==> src/logic/lynx_loader_pkg.sv <==
// Loader package for the handheld console download path
// Download file type codes, width types for the host, memory,
// BIOS and cheat paths, and the cartridge writer state encoding

package lynx_loader_pkg;

	////////////////////////////////////////////////////////////////////
	// Width types
	////////////////////////////////////////////////////////////////////

	typedef logic [7:0]   file_type_t;   // Download index from host menu
	typedef logic [24:0]  host_addr_t;   // Host byte address
	typedef logic [15:0]  host_word_t;   // Host download word
	typedef logic [23:0]  mem_addr_t;    // External memory word address
	typedef logic [19:0]  rom_size_t;    // Last cartridge byte address
	typedef logic [8:0]   bios_addr_t;
	typedef logic [7:0]   bios_byte_t;

	// Flags 127:96, address 95:64, compare 63:32, replace 31:0
	typedef logic [127:0] cheat_code_t;

	////////////////////////////////////////////////////////////////////
	// File types and loader constants
	////////////////////////////////////////////////////////////////////

	localparam file_type_t FT_BIOS   = 8'h00;
	localparam file_type_t FT_CART_A = 8'h01;
	localparam file_type_t FT_CART_B = 8'h41;
	localparam file_type_t FT_CART_C = 8'h80;
	localparam file_type_t FT_CHEAT  = 8'hFF;

	localparam logic [3:0] CHEAT_LAST_OFFSET = 4'd14; // Replace top word

	// Cartridge writer states
	typedef enum logic {
		cart_idle,
		cart_busy
	} cart_state_t;

	// Any of the three cartridge indices
	function automatic logic is_cart_type(input file_type_t ft);
		return (ft == FT_CART_A) || (ft == FT_CART_B) || (ft == FT_CART_C);
	endfunction

endpackage

==> src/logic/cart_loader.sv <==
// Cartridge loader
// Forwards each cartridge download word to external memory over a
// request/acknowledge port and stalls the host with dl_wait until the
// memory has taken it. At the end of the download the last byte
// address is kept as the cartridge size and cart_ready is set.

`timescale 1ns/100ps

module cart_loader
	import lynx_loader_pkg::*;
(
	input  logic       clk_sys,
	input  logic       rst_n,
	input  logic       dl_active,
	input  logic       dl_wr,
	input  file_type_t dl_type,
	input  host_addr_t dl_addr,
	input  host_word_t dl_data,
	input  logic       mem_ack,
	output logic       dl_wait,
	output logic       mem_req,
	output mem_addr_t  mem_addr,
	output host_word_t mem_data,
	output rom_size_t  rom_size,
	output logic       cart_ready
);

	cart_state_t state;
	logic        cart_dl;     // Cartridge download in progress
	logic        cart_dl_q;
	rom_size_t   last_addr;   // Byte address of the latest strobe

	assign cart_dl = dl_active && is_cart_type(dl_type);

	//////////////////////////////////////////////////////////////////////
	// Memory write handshake
	//////////////////////////////////////////////////////////////////////

	always_ff @(posedge clk_sys) begin
		if (!rst_n) begin
			state <= cart_idle;
		end else begin
			case (state)
				cart_idle: if (cart_dl && dl_wr) state <= cart_busy;
				cart_busy: if (mem_ack) state <= cart_idle;
				default: state <= cart_idle;
			endcase
		end
	end

	// Request and host stall share the busy state
	assign mem_req = (state == cart_busy);
	assign dl_wait = (state == cart_busy);

	// Word and address held stable for the whole request
	always_ff @(posedge clk_sys) begin
		if (state == cart_idle && cart_dl && dl_wr) begin
			mem_addr  <= dl_addr[24:1];    // Byte to word address
			mem_data  <= dl_data;
			last_addr <= dl_addr[19:0];
		end
	end

	//////////////////////////////////////////////////////////////////////
	// Cartridge size capture
	//////////////////////////////////////////////////////////////////////

	always_ff @(posedge clk_sys) begin
		if (!rst_n) begin
			cart_dl_q  <= 1'b0;
			rom_size   <= '0;
			cart_ready <= 1'b0;
		end else begin
			cart_dl_q <= cart_dl;
			if (cart_dl_q && !cart_dl) begin   // End of download
				rom_size   <= last_addr;
				cart_ready <= 1'b1;              // Sticky until reset
			end
		end
	end

	// The host honours the stall
	a_no_wr_while_wait: assert property (@(posedge clk_sys) disable iff (!rst_n)
		dl_wait |-> !dl_wr);

endmodule

==> src/logic/bios_loader.sv <==
// BIOS loader
// Splits each 16-bit BIOS download word into two byte writes on
// consecutive cycles, low byte first and high byte at the next address

`timescale 1ns/100ps

module bios_loader
	import lynx_loader_pkg::*;
(
	input  logic       clk_sys,
	input  logic       rst_n,
	input  logic       dl_active,
	input  logic       dl_wr,
	input  file_type_t dl_type,
	input  host_addr_t dl_addr,
	input  host_word_t dl_data,
	output logic       bios_wr,
	output bios_addr_t bios_addr,
	output bios_byte_t bios_data
);

	logic       bios_strobe;
	logic       pending;     // High byte still to be written
	bios_byte_t hi_byte;

	assign bios_strobe = dl_active && (dl_type == FT_BIOS) && dl_wr;

	always_ff @(posedge clk_sys) begin
		if (!rst_n) begin
			bios_wr <= 1'b0;
			pending <= 1'b0;
		end else begin
			bios_wr <= bios_strobe || pending;
			pending <= bios_strobe;
		end
	end

	// Byte lanes and address
	always_ff @(posedge clk_sys) begin
		if (bios_strobe) begin
			bios_addr <= dl_addr[8:0];
			bios_data <= dl_data[7:0];
			hi_byte   <= dl_data[15:8];    // Kept for the second write
		end else if (pending) begin
			bios_addr <= bios_addr + 1'b1;
			bios_data <= hi_byte;
		end
	end

	// Host leaves an idle cycle between BIOS strobes
	a_no_strobe_pending: assert property (@(posedge clk_sys) disable iff (!rst_n)
		pending |-> !bios_strobe);

endmodule

==> src/logic/cheat_loader.sv <==
// Cheat loader
// Assembles 128-bit cheat codes from the download stream. A clear
// pulse marks the start of a cheat download and a valid pulse follows
// the last word of each code.

`timescale 1ns/100ps

module cheat_loader
	import lynx_loader_pkg::*;
(
	input  logic        clk_sys,
	input  logic        rst_n,
	input  logic        dl_active,
	input  logic        dl_wr,
	input  file_type_t  dl_type,
	input  host_addr_t  dl_addr,
	input  host_word_t  dl_data,
	output cheat_code_t cheat_code,
	output logic        cheat_valid,
	output logic        cheat_clear
);

	logic       active_q;
	logic       cheat_strobe;
	logic [3:0] offset;        // Byte offset within one code

	assign cheat_strobe = dl_active && (dl_type == FT_CHEAT) && dl_wr;
	assign offset       = dl_addr[3:0];

	//////////////////////////////////////////////////////////////////////
	// Clear and valid pulses
	//////////////////////////////////////////////////////////////////////

	always_ff @(posedge clk_sys) begin
		if (!rst_n) begin
			active_q    <= 1'b0;
			cheat_clear <= 1'b0;
			cheat_valid <= 1'b0;
		end else begin
			active_q    <= dl_active;
			cheat_clear <= dl_active && !active_q && (dl_type == FT_CHEAT);
			cheat_valid <= cheat_strobe && (offset == CHEAT_LAST_OFFSET);
		end
	end

	//////////////////////////////////////////////////////////////////////
	// Code assembly
	//////////////////////////////////////////////////////////////////////

	// Bottom word of each field arrives first
	always_ff @(posedge clk_sys) begin
		if (cheat_strobe) begin
			case (offset)
				4'd0:  cheat_code[111:96]  <= dl_data; // Flags
				4'd2:  cheat_code[127:112] <= dl_data;
				4'd4:  cheat_code[79:64]   <= dl_data; // Address
				4'd6:  cheat_code[95:80]   <= dl_data;
				4'd8:  cheat_code[47:32]   <= dl_data; // Compare
				4'd10: cheat_code[63:48]   <= dl_data;
				4'd12: cheat_code[15:0]    <= dl_data; // Replace
				4'd14: cheat_code[31:16]   <= dl_data;
				default: ;                              // Odd offsets carry nothing
			endcase
		end
	end

endmodule

==> src/logic/ff_latch.sv <==
// Fast-forward control
// A short tap of the button toggles a latched fast-forward, a long
// hold runs fast-forward only while the button stays down. Presses
// during a download or with the OSD open are ignored.

`timescale 1ns/100ps

module ff_latch #(
	parameter int HOLD_LIMIT = 6400000    // Cycles, shorter press is a tap
) (
	input  logic clk_sys,
	input  logic rst_n,
	input  logic ff_button,
	input  logic dl_active,
	input  logic osd_open,
	output logic fast_forward
);

	localparam int CNT_W = $clog2(HOLD_LIMIT + 1);

	logic             held;
	logic             held_q;
	logic             press;
	logic             release_tap;
	logic             latch;
	logic             latch_nxt;
	logic             was_latched;  // Previous release set the latch
	logic [CNT_W-1:0] hold_cnt;

	assign held        = ff_button && !dl_active && !osd_open;
	assign press       = held && !held_q;
	assign release_tap = !held && held_q && (hold_cnt < CNT_W'(HOLD_LIMIT)) && !was_latched;

	assign latch_nxt = press ? 1'b0 : (release_tap ? 1'b1 : latch);

	always_ff @(posedge clk_sys) begin
		if (!rst_n) begin
			held_q       <= 1'b0;
			hold_cnt     <= '0;
			latch        <= 1'b0;
			was_latched  <= 1'b0;
			fast_forward <= 1'b0;
		end else begin
			held_q <= held;
			latch  <= latch_nxt;

			if (press)
				hold_cnt <= '0;                       // New press restarts timing
			else if (held && hold_cnt != CNT_W'(HOLD_LIMIT))
				hold_cnt <= hold_cnt + 1'b1;          // Saturates at the limit

			if (!held && held_q)
				was_latched <= release_tap;           // Taps alternate on and off

			fast_forward <= held || latch_nxt;
		end
	end

endmodule

==> src/logic/lynx_loader_top.sv <==
// Loader top level
// Connects the cartridge, BIOS and cheat loaders and the fast-forward
// control to the host download port, the memory port and the core

`timescale 1ns/100ps

module lynx_loader_top
	import lynx_loader_pkg::*;
#(
	parameter int HOLD_LIMIT = 6400000    // 0.1 s at 64 MHz
) (
	input  logic        clk_sys,
	input  logic        rst_n,

	// Host download port
	input  logic        dl_active,
	input  file_type_t  dl_type,
	input  logic        dl_wr,
	input  host_addr_t  dl_addr,
	input  host_word_t  dl_data,
	output logic        dl_wait,

	// External memory
	output logic        mem_req,
	output mem_addr_t   mem_addr,
	output host_word_t  mem_data,
	input  logic        mem_ack,

	// Core side
	output logic        bios_wr,
	output bios_addr_t  bios_addr,
	output bios_byte_t  bios_data,
	output rom_size_t   rom_size,
	output logic        cart_ready,
	output cheat_code_t cheat_code,
	output logic        cheat_valid,
	output logic        cheat_clear,
	output logic        fast_forward,
	input  logic        ff_button,
	input  logic        osd_open
);

	cart_loader u_cart (
		.clk_sys    (clk_sys),
		.rst_n      (rst_n),
		.dl_active  (dl_active),
		.dl_wr      (dl_wr),
		.dl_type    (dl_type),
		.dl_addr    (dl_addr),
		.dl_data    (dl_data),
		.mem_ack    (mem_ack),
		.dl_wait    (dl_wait),
		.mem_req    (mem_req),
		.mem_addr   (mem_addr),
		.mem_data   (mem_data),
		.rom_size   (rom_size),
		.cart_ready (cart_ready)
	);

	bios_loader u_bios (
		.clk_sys   (clk_sys),
		.rst_n     (rst_n),
		.dl_active (dl_active),
		.dl_wr     (dl_wr),
		.dl_type   (dl_type),
		.dl_addr   (dl_addr),
		.dl_data   (dl_data),
		.bios_wr   (bios_wr),
		.bios_addr (bios_addr),
		.bios_data (bios_data)
	);

	cheat_loader u_cheat (
		.clk_sys     (clk_sys),
		.rst_n       (rst_n),
		.dl_active   (dl_active),
		.dl_wr       (dl_wr),
		.dl_type     (dl_type),
		.dl_addr     (dl_addr),
		.dl_data     (dl_data),
		.cheat_code  (cheat_code),
		.cheat_valid (cheat_valid),
		.cheat_clear (cheat_clear)
	);

	ff_latch #(
		.HOLD_LIMIT (HOLD_LIMIT)
	) u_ff (
		.clk_sys      (clk_sys),
		.rst_n        (rst_n),
		.ff_button    (ff_button),
		.dl_active    (dl_active),
		.osd_open     (osd_open),
		.fast_forward (fast_forward)
	);

endmodule

==> config.mk <==
export PLATFORM = sky130hd
export DESIGN_NAME = lynx_loader_top
export DESIGN_NICKNAME = d
export VERILOG_FILES = /design/src/logic/lynx_loader_pkg.sv /design/src/logic/cart_loader.sv /design/src/logic/bios_loader.sv /design/src/logic/cheat_loader.sv /design/src/logic/ff_latch.sv /design/src/logic/lynx_loader_top.sv
export SDC_FILE = /design/constraint.sdc
export NUM_CORES = 1
export LEC_CHECK = 0
export BUFFER_PORTS_ARGS = -buffer_cell sky130_fd_sc_hd__buf_2
export CAP_MARGIN = 30
export CORE_MARGIN = 5
export CORE_UTILIZATION = 50
export DETAILED_ROUTE_END_ITERATION = 6
export PLACE_DENSITY = 0.77
export SLEW_MARGIN = 20
export SYNTH_ARGS = -nofsm -noshare
export SYNTH_HDL_FRONTEND = slang
export SYNTH_SLANG_ARGS = --single-unit
==> constraint.sdc <==
create_clock -name clk_sys -period 9 [get_ports clk_sys]
set_clock_uncertainty 0.15 [all_clocks]
set_input_delay 0.9 -clock clk_sys [delete_from_list [all_inputs] [get_ports clk_sys]]
set_output_delay 0.9 -clock clk_sys [all_outputs]
set_load 0.01 [all_outputs]
After elaboration in Yosys (flattened, before gate mapping). Cells that the tools add are included.

Register bits after elaboration: 268. Output and inout bits: 212.

Reductions and logical operators: 42. Bitwise operators: 2. Muxes and demuxes: 9. Eq/ne operators: 12. Add/sub/neg operators: 2. Magnitude comparators: 1.

Operators with widths (count): $add 23x1->23 const B (1); $lt 23x23->1 const B (1); $ne 23x23->1 const B (1); $logic_and 1x1->1 (19); $mux 9 (2); $eq 4x4->1 const B (4); $eq 8x8->1 const B (2); $mux 8 (2); $reduce_and 2->1 (8); $add 9x1->9 const B (1); $eq 4x3->1 const B (2); $eq 8x1->1 const B (1); $eq 8x7->1 const B (1); $logic_not 8->1 (1); $logic_not 1->1 (7); $eq 4x2->1 const B (1); $logic_not 4->1 (1); $logic_or 1x1->1 (4); $mux 1 (4); $not 1->1 (2); $pmux 1 s2 (1); $reduce_bool 2->1 (1); $reduce_or 2->1 (1).

Longest topological paths before layout. Gate-level depths: netlist (run 1).

Depth in word-level cells: 10. Mapped depth: 6. Mapped depth without buffers: 6.

Hierarchy. Synthesis (run 1) repeated with hierarchy kept, for this count alone.

Cell total of the unflattened synthesis: 555. Area, all modules: 8959.8 um2.

By module, submodules not included: cheat_loader (area an instance 4085.2 um2, sequential area each 3903.7 um2, times used 1, cells each 157); cart_loader (area an instance 2327.2 um2, sequential area each 1691.6 um2, times used 1, cells each 164); ff_latch (area an instance 1337.5 um2, sequential area each 540.5 um2, times used 1, cells each 154); bios_loader (area an instance 1209.9 um2, sequential area each 790.8 um2, times used 1, cells each 80).

Worst setup path after synthesis (run 1). Ideal clock, no wire load.

Kind: in2reg. Start: in dl_type[1]. End: reg u_cart.last_addr[0] (enable). Path slack: 3.654 ns. Stages on the path: 3. Data arrival time: 4.695 ns. Path buffers: 0. Cells stage by stage: nor4b_1 -> o211ai_1 -> nor3b_1.

Word-level cells in the longest chain between the ends: 6.

Ends and longest elaborated chain: start, declared (line lynx_loader_top.sv:17) `input file_type_t dl_type,`; $eq 8x1->1 or $eq 8x7->1 (tied branches) (line lynx_loader_pkg.sv:42) `return (ft == FT_CART_A) || (ft == FT_CART_B) || (ft == FT_CART_C);`; $logic_or 1x1->1 (line lynx_loader_pkg.sv:42); $logic_or 1x1->1 (*) (line lynx_loader_pkg.sv:42); $logic_and 1x1->1 (*) (line cart_loader.sv:33) `assign cart_dl = dl_active && is_cart_type(dl_type);`; $logic_and 1x1->1 (*) (2 in a row) (line cart_loader.sv:57) `if (state == cart_idle && cart_dl && dl_wr) begin`; end signal, assigned (line cart_loader.sv:60) `last_addr <= dl_addr[19:0];`; end, declared (line cart_loader.sv:31) `rom_size_t last_addr;`.

Mark *: on every way between the ends. The rest lies on a longest branch, timed or not. A chain may end at the register's enable or synchronous reset.

Worst setup path in the final report (run 1).
Start: in dl_type[7]. End: reg u_cheat.cheat_code[2] (enable).

Word-level cells in the longest chain between the ends: 4.

Ends and longest elaborated chain: $eq 8x8->1 (line cheat_loader.sv:27) `assign cheat_strobe = dl_active && (dl_type == FT_CHEAT) && dl_wr;`; $logic_and 1x1->1 (2 in a row) (line cheat_loader.sv:27); $reduce_and 2->1 (no source line); end signal, assigned (line cheat_loader.sv:60) `4'd12: cheat_code[15:0] <= dl_data;`; end, declared (line cheat_loader.sv:18) `output cheat_code_t cheat_code,`.

No other way between the ends.

==> metrics.yaml, run 1 <==
final_layout:
  nFillCells: 1292
  instances_no_fill: 1070
  diodes: 0
  syn_to_final_growth_pct: 25.7
  finalNetCount: 887
  drive_above_1_share_pct: 39.9
  fin_area_um2: 11000
route:
  totalWireLength_um: 21900
  post_drt_wl_per_cell_um: 20.5
  drc_errors: 0
  met3_length_um: 2600
  drt_iter0_markers: 480
  top_layer: "met4"
  ant_nets: 0
  wl_met1_um: 8440
  dr.pass1.iters: 5
  vias: 5655
  viasPerCell: 5.29
  met2WireLength_um: 10500
setup_path:
  critPathMaxFanout: 16
  worst_path_largest_cell_delay_ns: 0.81
  crit_required_ns: 8.99
  crit_family: "simple AND/OR/NAND/NOR gates"
  cp-start-kind: "input port"
  crit_path_top_delay_cell: "nor2_2"
  cp_num_buf_inv: 1
  crit_chain: "buf_2 -> nand4_1 -> nor3_1 -> nand3_1 -> nor2_2"
  arrival_ns: 2.80
  worstSetupPathType: "in2reg"
  crit_path_end_kind: "flip-flop"
synth:
  synth_top_area_share_pct: 66.5
  synth_seq_cells: 249
  yosysMostFrequentCell: "edfxtp_1"
  synthesis.area_um2: 8760
  async_flop_share_pct: 0
  ys_seq_area_share_pct: 79.1
  avgSynthCellArea_um2: 15.6
  synth_top_cell_by_area: "edfxtp_1"
  synth_nets: 621
  synth_edf_count: 194
  ys.flop_type: "edfxtp_1"
  synthTopCellsByArea: "edfxtp_1 66%, dfxtp_1 13%, a21oi_1 2.5%"
  syn_inst: 562
  synthTopCellsByCount: "194 x edfxtp_1, 55 x dfxtp_1, 43 x a21oi_1, 33 x nand3_1, 29 x nor2_1"
  synth_cell_types: 44
  yosysWarnings: 0
die:
  ios: 268
  die_w_um: 142
  die_h_um: 142
  core-area_um2: 17200
  start_util_pct: 50.8
  dieArea_um2: 20300
  rows: 48
sta:
  final.period_utilization_pct: 31.2
  finalHoldViolCount: 0
  worst_slew_pin_slew_ns: 0.930
  setup_viol: 0
  fin_crit_ns: 2.81
  slew_headroom_pct: 37.9
  fin_tns_setup_ns: 0
  max_freq_mhz: 356
  drv_slew: 0
  whs_ns: 0.254
  rsz0062_at_grt: "false"
clock_tree:
  clkTransAtPathRegs_ns: 0.06
  cts_tree: "done"
  clockBufferDepth: 3
  htree_levels: 1
  ctsResizeCount: 0
  ctsHoldBuffers: 0
  cts_buffers: 25
  postCtsSetupBuffers: 0
  clk_latency_ns: 0.52
  cts_root_buffer: "clkbuf_16"
  clock-sinks: 249
grt:
  antenna_found_initial: 0
  track_usage_pct: 21.0
  grt_pass1_vias: 5586
  grt.overflow.total: 0
  grt_max_degree: 43
  grt_pass1_wl_um: 32800
pwr:
  total_power_mw: 2.20
  p_leak_nw: 4.10
  peakVddDrop_mv: 0.169
  power_density_nw_per_um2: 200
placed_design:
  dp.cells: 1023
  gp_congestion: 0.878
  numPortBuffers: 267
  dp_hpwl_um: 15300
  dpl_cell_area_um2: 10200
status:
  status: "complete, no violations"
hold_path:
  min_path_type: "reg2reg"
run:
  maxCapViolCount: 0
## registers in the layout, indices dropped and copies added (netlist names), 6 cells and up
| name | cells |
|---|---|
| u_cart.mem_addr | 6 |
| u_bios.hi_byte | 8 |
| u_bios.bios_data | 8 |
| u_ff.hold_cnt | 23 |
| u_bios.bios_addr | 9 |
| u_cheat.cheat_code | 128 |
| u_cart.rom_size | 20 |
| u_cart.mem_data | 16 |
| u_cart.last_addr | 19 |
## layout make-up
type / instances / area [µm²] / share of cell area [%]
timing repair buffer: 279 / 1450 / 13.2
sequential: 249 / 6930 / 62.9
inverter: 9 / 33.8 / 0.307
clock inverter: 14 / 82.6 / 0.750
multi-input combinational: 264 / 1590 / 14.5
tap: 225 / 282 / 2.56
clock buffer: 30 / 644 / 5.85
## final timing paths
check	from	endpoint	slack, ns	depth (start not counted)
max	dl_type[7]	u_cheat.cheat_code[2]	6.19	5
min	u_cheat.active_q	u_cheat.cheat_clear	0.25	1
max reg2reg	u_ff.hold_cnt[7]	u_ff.hold_cnt[21]	6.77	4
min reg2reg	u_cheat.active_q	u_cheat.cheat_clear	0.25	1
## metrics by stage
step / setup slack [ns] / util [%]
3_5_place_dp: 5.65 / 59.4
2_1_floorplan: 3.65 / -
4_1_cts: 6.20 / 63.7
6_report: 6.19 / 63.9
3_3_place_gp: 5.64 / 59.4
5_1_grt: 6.08 / 63.9
## power breakdown
| part | internal, mW | switching [mW] |
|---|---|---|
| Clock | 0.512 | 0.411 |
| Combinational | 0.0135 | 0.0281 |
| Sequential | 1.24 | 0.00128 |
## cells in the final DEF, fill, tap and decap left out, types with 2 or more instances in the layout
master     Yosys  routed
buf_2          1     267
edfxtp_1     194     194
dfxtp_1       55      55
a21oi_1       43      43
nand3_1       33      33
o21ai_0       28      27
clkbuf_16      0      25
nand2_1       24      24
nor2_1        29      23
xnor2_1       11      11
mux2_2         9       9
nor3_1         9       9
inv_1          8       8
clkinv_2       0       8
buf_4         20       8
nand4_1        7       7
or4_1          7       7
nor2_2         0       6
or3_1          6       6
nor4_1         7       5
o21a_1         5       5
o31ai_1        5       5
clkbuf_1      14       5
nor4b_1        4       4
clkinv_1       0       4
nor3b_1        4       3
nor2b_1        3       3
o211ai_1       3       3
and4_1         3       3
ha_1           3       3
xor2_1         2       2
nand3b_1       2       2
nor4_2         0       2
mux2i_1        2       2
or3_4          2       2
a31oi_1        2       2
and2_1         2       2
buf_6          2       2
buf_8          0       2
## worst reg2reg max path, stage by stage, from the launching register on
cell,delay (ns)
dfxtp_1,0.46
and4_1,0.36
nand4_1,0.42
or4_1,0.63
a21oi_1,0.14
## logic make-up (layout without fill, tap and decap cells)
logic type	Yosys count	after routing	share of synthesized area (%)
adder cells (fa/ha/maj)	3	3	0.428
XOR/XNOR	13	13	1.30
AND/OR/NAND/NOR	147	147	8.97
buffers and inverters	49	332	3.14
AO/OA/AOI/OAI	90	90	5.73
flip-flops	249	249	79.1
multiplexers	11	11	1.39
## per-layer routing
layer	vias up	GRT usage, %
met5	-	0
li1	2642	-
met4	0	4.50
met2	272	34.3
met3	29	8.50
met1	2712	26.8
(Power assumes the default switching activity.)
==> inputs of run 2 (changes only) <==
Clock period 9 ns to 2.8 ns, I/O delays scaled along.
==> run 2 against run 1 <==
Clock-buffer cell count down 3. Largest cell class unchanged. Sequential power rose to 3.2 times the previous value. Critical path depth up 3. Worst setup slack worse by 6.0 ns.
==> metrics.yaml, run 2 (synthesis gave the netlist of run 1 again) <==
setup_path:
  critPathMaxFanout: 42  # was 16
  cp-startpoint: "dl_active"  # was dl_type[7]
  reg2reg_depth: 4  # unchanged
  crit_path_top_delay_cell: "dlygate4sd3_1"  # was nor2_2
  worstSetupPathType: "in2reg"  # unchanged
  crit_path_end_kind: "flip-flop"  # unchanged
  arrival_ns: 2.90  # was 2.80 ns
  cp-start-kind: "input port"  # unchanged
  rr_startpoint: "u_ff.hold_cnt[8]"  # was u_ff.hold_cnt[7]
  crit_chain: "dlygate4sd3_1 -> buf_2 -> nor4b_1 -> o211ai_1 -> nor3b_4 -> buf_12 -> o21a_1 -> dlygate4sd3_1"  # was buf_2 -> nand4_1 -> nor3_1 -> nand3_1 -> nor2_2
  worst_path_largest_cell_delay_ns: 0.54  # was 0.81 ns
  crit_required_ns: 3.11  # was 8.99 ns
  cp_common_cell: "dlygate4sd3_1"
sta:
  rsz0062_at_grt: "false"  # unchanged
  worst_slew_pin_slew_ns: 0.591  # was 0.930 ns
  finalWorstSetupSlack_ns: 0.204  # was 6.19 ns
  max_freq_mhz: 385
  whs_ns: 0.0534  # was 0.254 ns
  slew_headroom_pct: 60.3  # was 37.9%
  fin_crit_ns: 2.60
  setup_viol: 0  # unchanged
  fin_tns_setup_ns: 0  # unchanged
  final.period_utilization_pct: 92.7
  drv_slew: 0  # unchanged
  finalHoldViolCount: 0  # unchanged
grt:
  antenna_found_initial: 0  # unchanged
  grt_pass1_vias: 5913  # was 5,586
  grt.overflow.total: 0  # unchanged
  grt_max_degree: 43  # unchanged
  track_usage_pct: 22.6  # was 21.0%
  grt_pass1_wl_um: 35000  # was 32,800 µm
die:
  rows: 48  # unchanged
  die_h_um: 142  # unchanged
  start_util_pct: 50.8  # unchanged
  dieArea_um2: 20300  # unchanged
  core-area_um2: 17200  # unchanged
  die_w_um: 142  # unchanged
  ios: 268  # unchanged
final_layout:
  largest_reg_flops: 128  # unchanged
  nFillCells: 1176  # was 1,292
  drive_above_1_share_pct: 38.6  # was 39.9%
  reg_top3: "u_cheat.cheat_code x128, u_ff.hold_cnt x23, u_cart.rom_size x20"  # unchanged
  syn_to_final_growth_pct: 32.7  # was 25.7%
  regMostFlops: "u_cheat.cheat_code"  # unchanged
  finalNetCount: 940  # was 887
  final_common_cell: "buf_2"  # unchanged
  diodes: 0  # unchanged
  most-common-layout-cells: "267 x buf_2, 194 x edfxtp_1, 55 x dfxtp_1"  # unchanged
clock_tree:
  cts_tree: "done"  # unchanged
  clockBufferDepth: 3  # unchanged
  ctsResizeCount: 0  # unchanged
  clk_latency_ns: 0.52  # about the same
  clkTransAtPathRegs_ns: 0.07  # was 0.06 ns
  clock-sinks: 249  # unchanged
  postCtsSetupBuffers: 0  # unchanged
  htree_levels: 1  # unchanged
  cts_buffers: 25  # unchanged
  cts_root_buffer: "clkbuf_16"  # unchanged
route:
  drt_iter0_markers: 444  # was 480
  drc_errors: 0  # unchanged
  dr.pass1.iters: 5  # unchanged
  post_drt_wl_per_cell_um: 20.8  # was 20.5 µm
  viasPerCell: 5.27  # was 5.29
  ant_nets: 0  # unchanged
  totalWireLength_um: 23400  # was 21,900 µm
  vias: 5927  # was 5,655
placed_design:
  dp_hpwl_um: 15500  # was 15,300 µm
  post-place-ws_ns: 0.397  # was 5.65 ns
  numPortBuffers: 267  # unchanged
  gp_congestion: 0.836  # was 0.878
hold_path:
  min_path_type: "in2reg"  # was reg2reg
  hold-path-cell-count: 4  # was 1
  min-delay-start: "osd_open"  # was u_cheat.active_q
pwr:
  power_density_nw_per_um2: 641  # was 200 nW/µm²
  p_leak_nw: 4.37  # was 4.10 nW
  seqPwrFrac_pct: 53.4  # was 56.2%
  p_comb_share_pct: 2.6  # was 1.9%
  p_switching_mw: 1.47  # was 0.441 mW
  p_sw_share_pct: 19.8  # was 20.0%
  clkPwrFrac_pct: 44.0  # was 41.9%
  peakVddDrop_mv: 0.532  # was 0.169 mV
  p_int_mw: 5.98  # was 1.76 mW
run:
  maxCapViolCount: 0  # unchanged
status:
  status: "complete, no violations"  # unchanged
## run 2: path summary, 6_finish.rpt
kind,slack (ns),endpoint
worst max register to register,0.67,u_ff.hold_cnt[22]
worst max-delay path,0.20,u_cart.dl_wait
worst min register to register,0.28,u_cheat.cheat_clear
worst min-delay path,0.05,u_ff.fast_forward
## run 2: layer usage
| layer | GRT usage, % | share of wire (%) |
|---|---|---|
| met1 | 27.4 | 37 |
| met2 | 38.1 | 49 |
| met5 | 0 | 0 |
| met3 | 8.53 | 11 |
| met4 | 6.50 | 2.5 |
## run 2: critical path, delay by kind of cell
family	cells	cell delay, ns
buffers and inverters	4	1.50
AND/OR/NAND/NOR	2	0.68
AO/OA/AOI/OAI	2	0.42
## run 2: final cells by class
cell class                 instances  area, µm²  area share [%]
sequential                       249       6930            59.6
timing repair buffer             332       1960            16.9
multi-input combinational        264       1620            13.9
clock buffer                      27        633            5.44
tap                              225        282            2.42
clock inverter                    19        174            1.50
inverter                           9       33.8           0.291
## run 2: power by group through the flow
stage | registers [mW] | clock network [mW] | logic, mW
floorplan | 4.06 | 0 | 0.0369
global placement | 4.06 | 0 | 0.139
detailed placement | 4.06 | 0 | 0.141
CTS | 3.98 | 3.32 | 0.188
global route | 3.98 | 3.54 | 0.206
finish | 3.98 | 3.28 | 0.192
## run 2: timing repair
item	CTS	global route
setup endpoints to repair	0	0
endpoints found under the hold margin	184	0
hold buffers	45	0
## run 2: stage by stage
step,util (%),instances,power [mW],cell area [µm²]
floorplan,-,562,4.10,8790
global placement,60.2,1034,4.20,10400
detailed placement,60.2,1034,4.20,10400
CTS,67.5,1125,7.49,11600
global route,67.5,1125,7.73,11600
finish,67.5,1125,7.45,11600
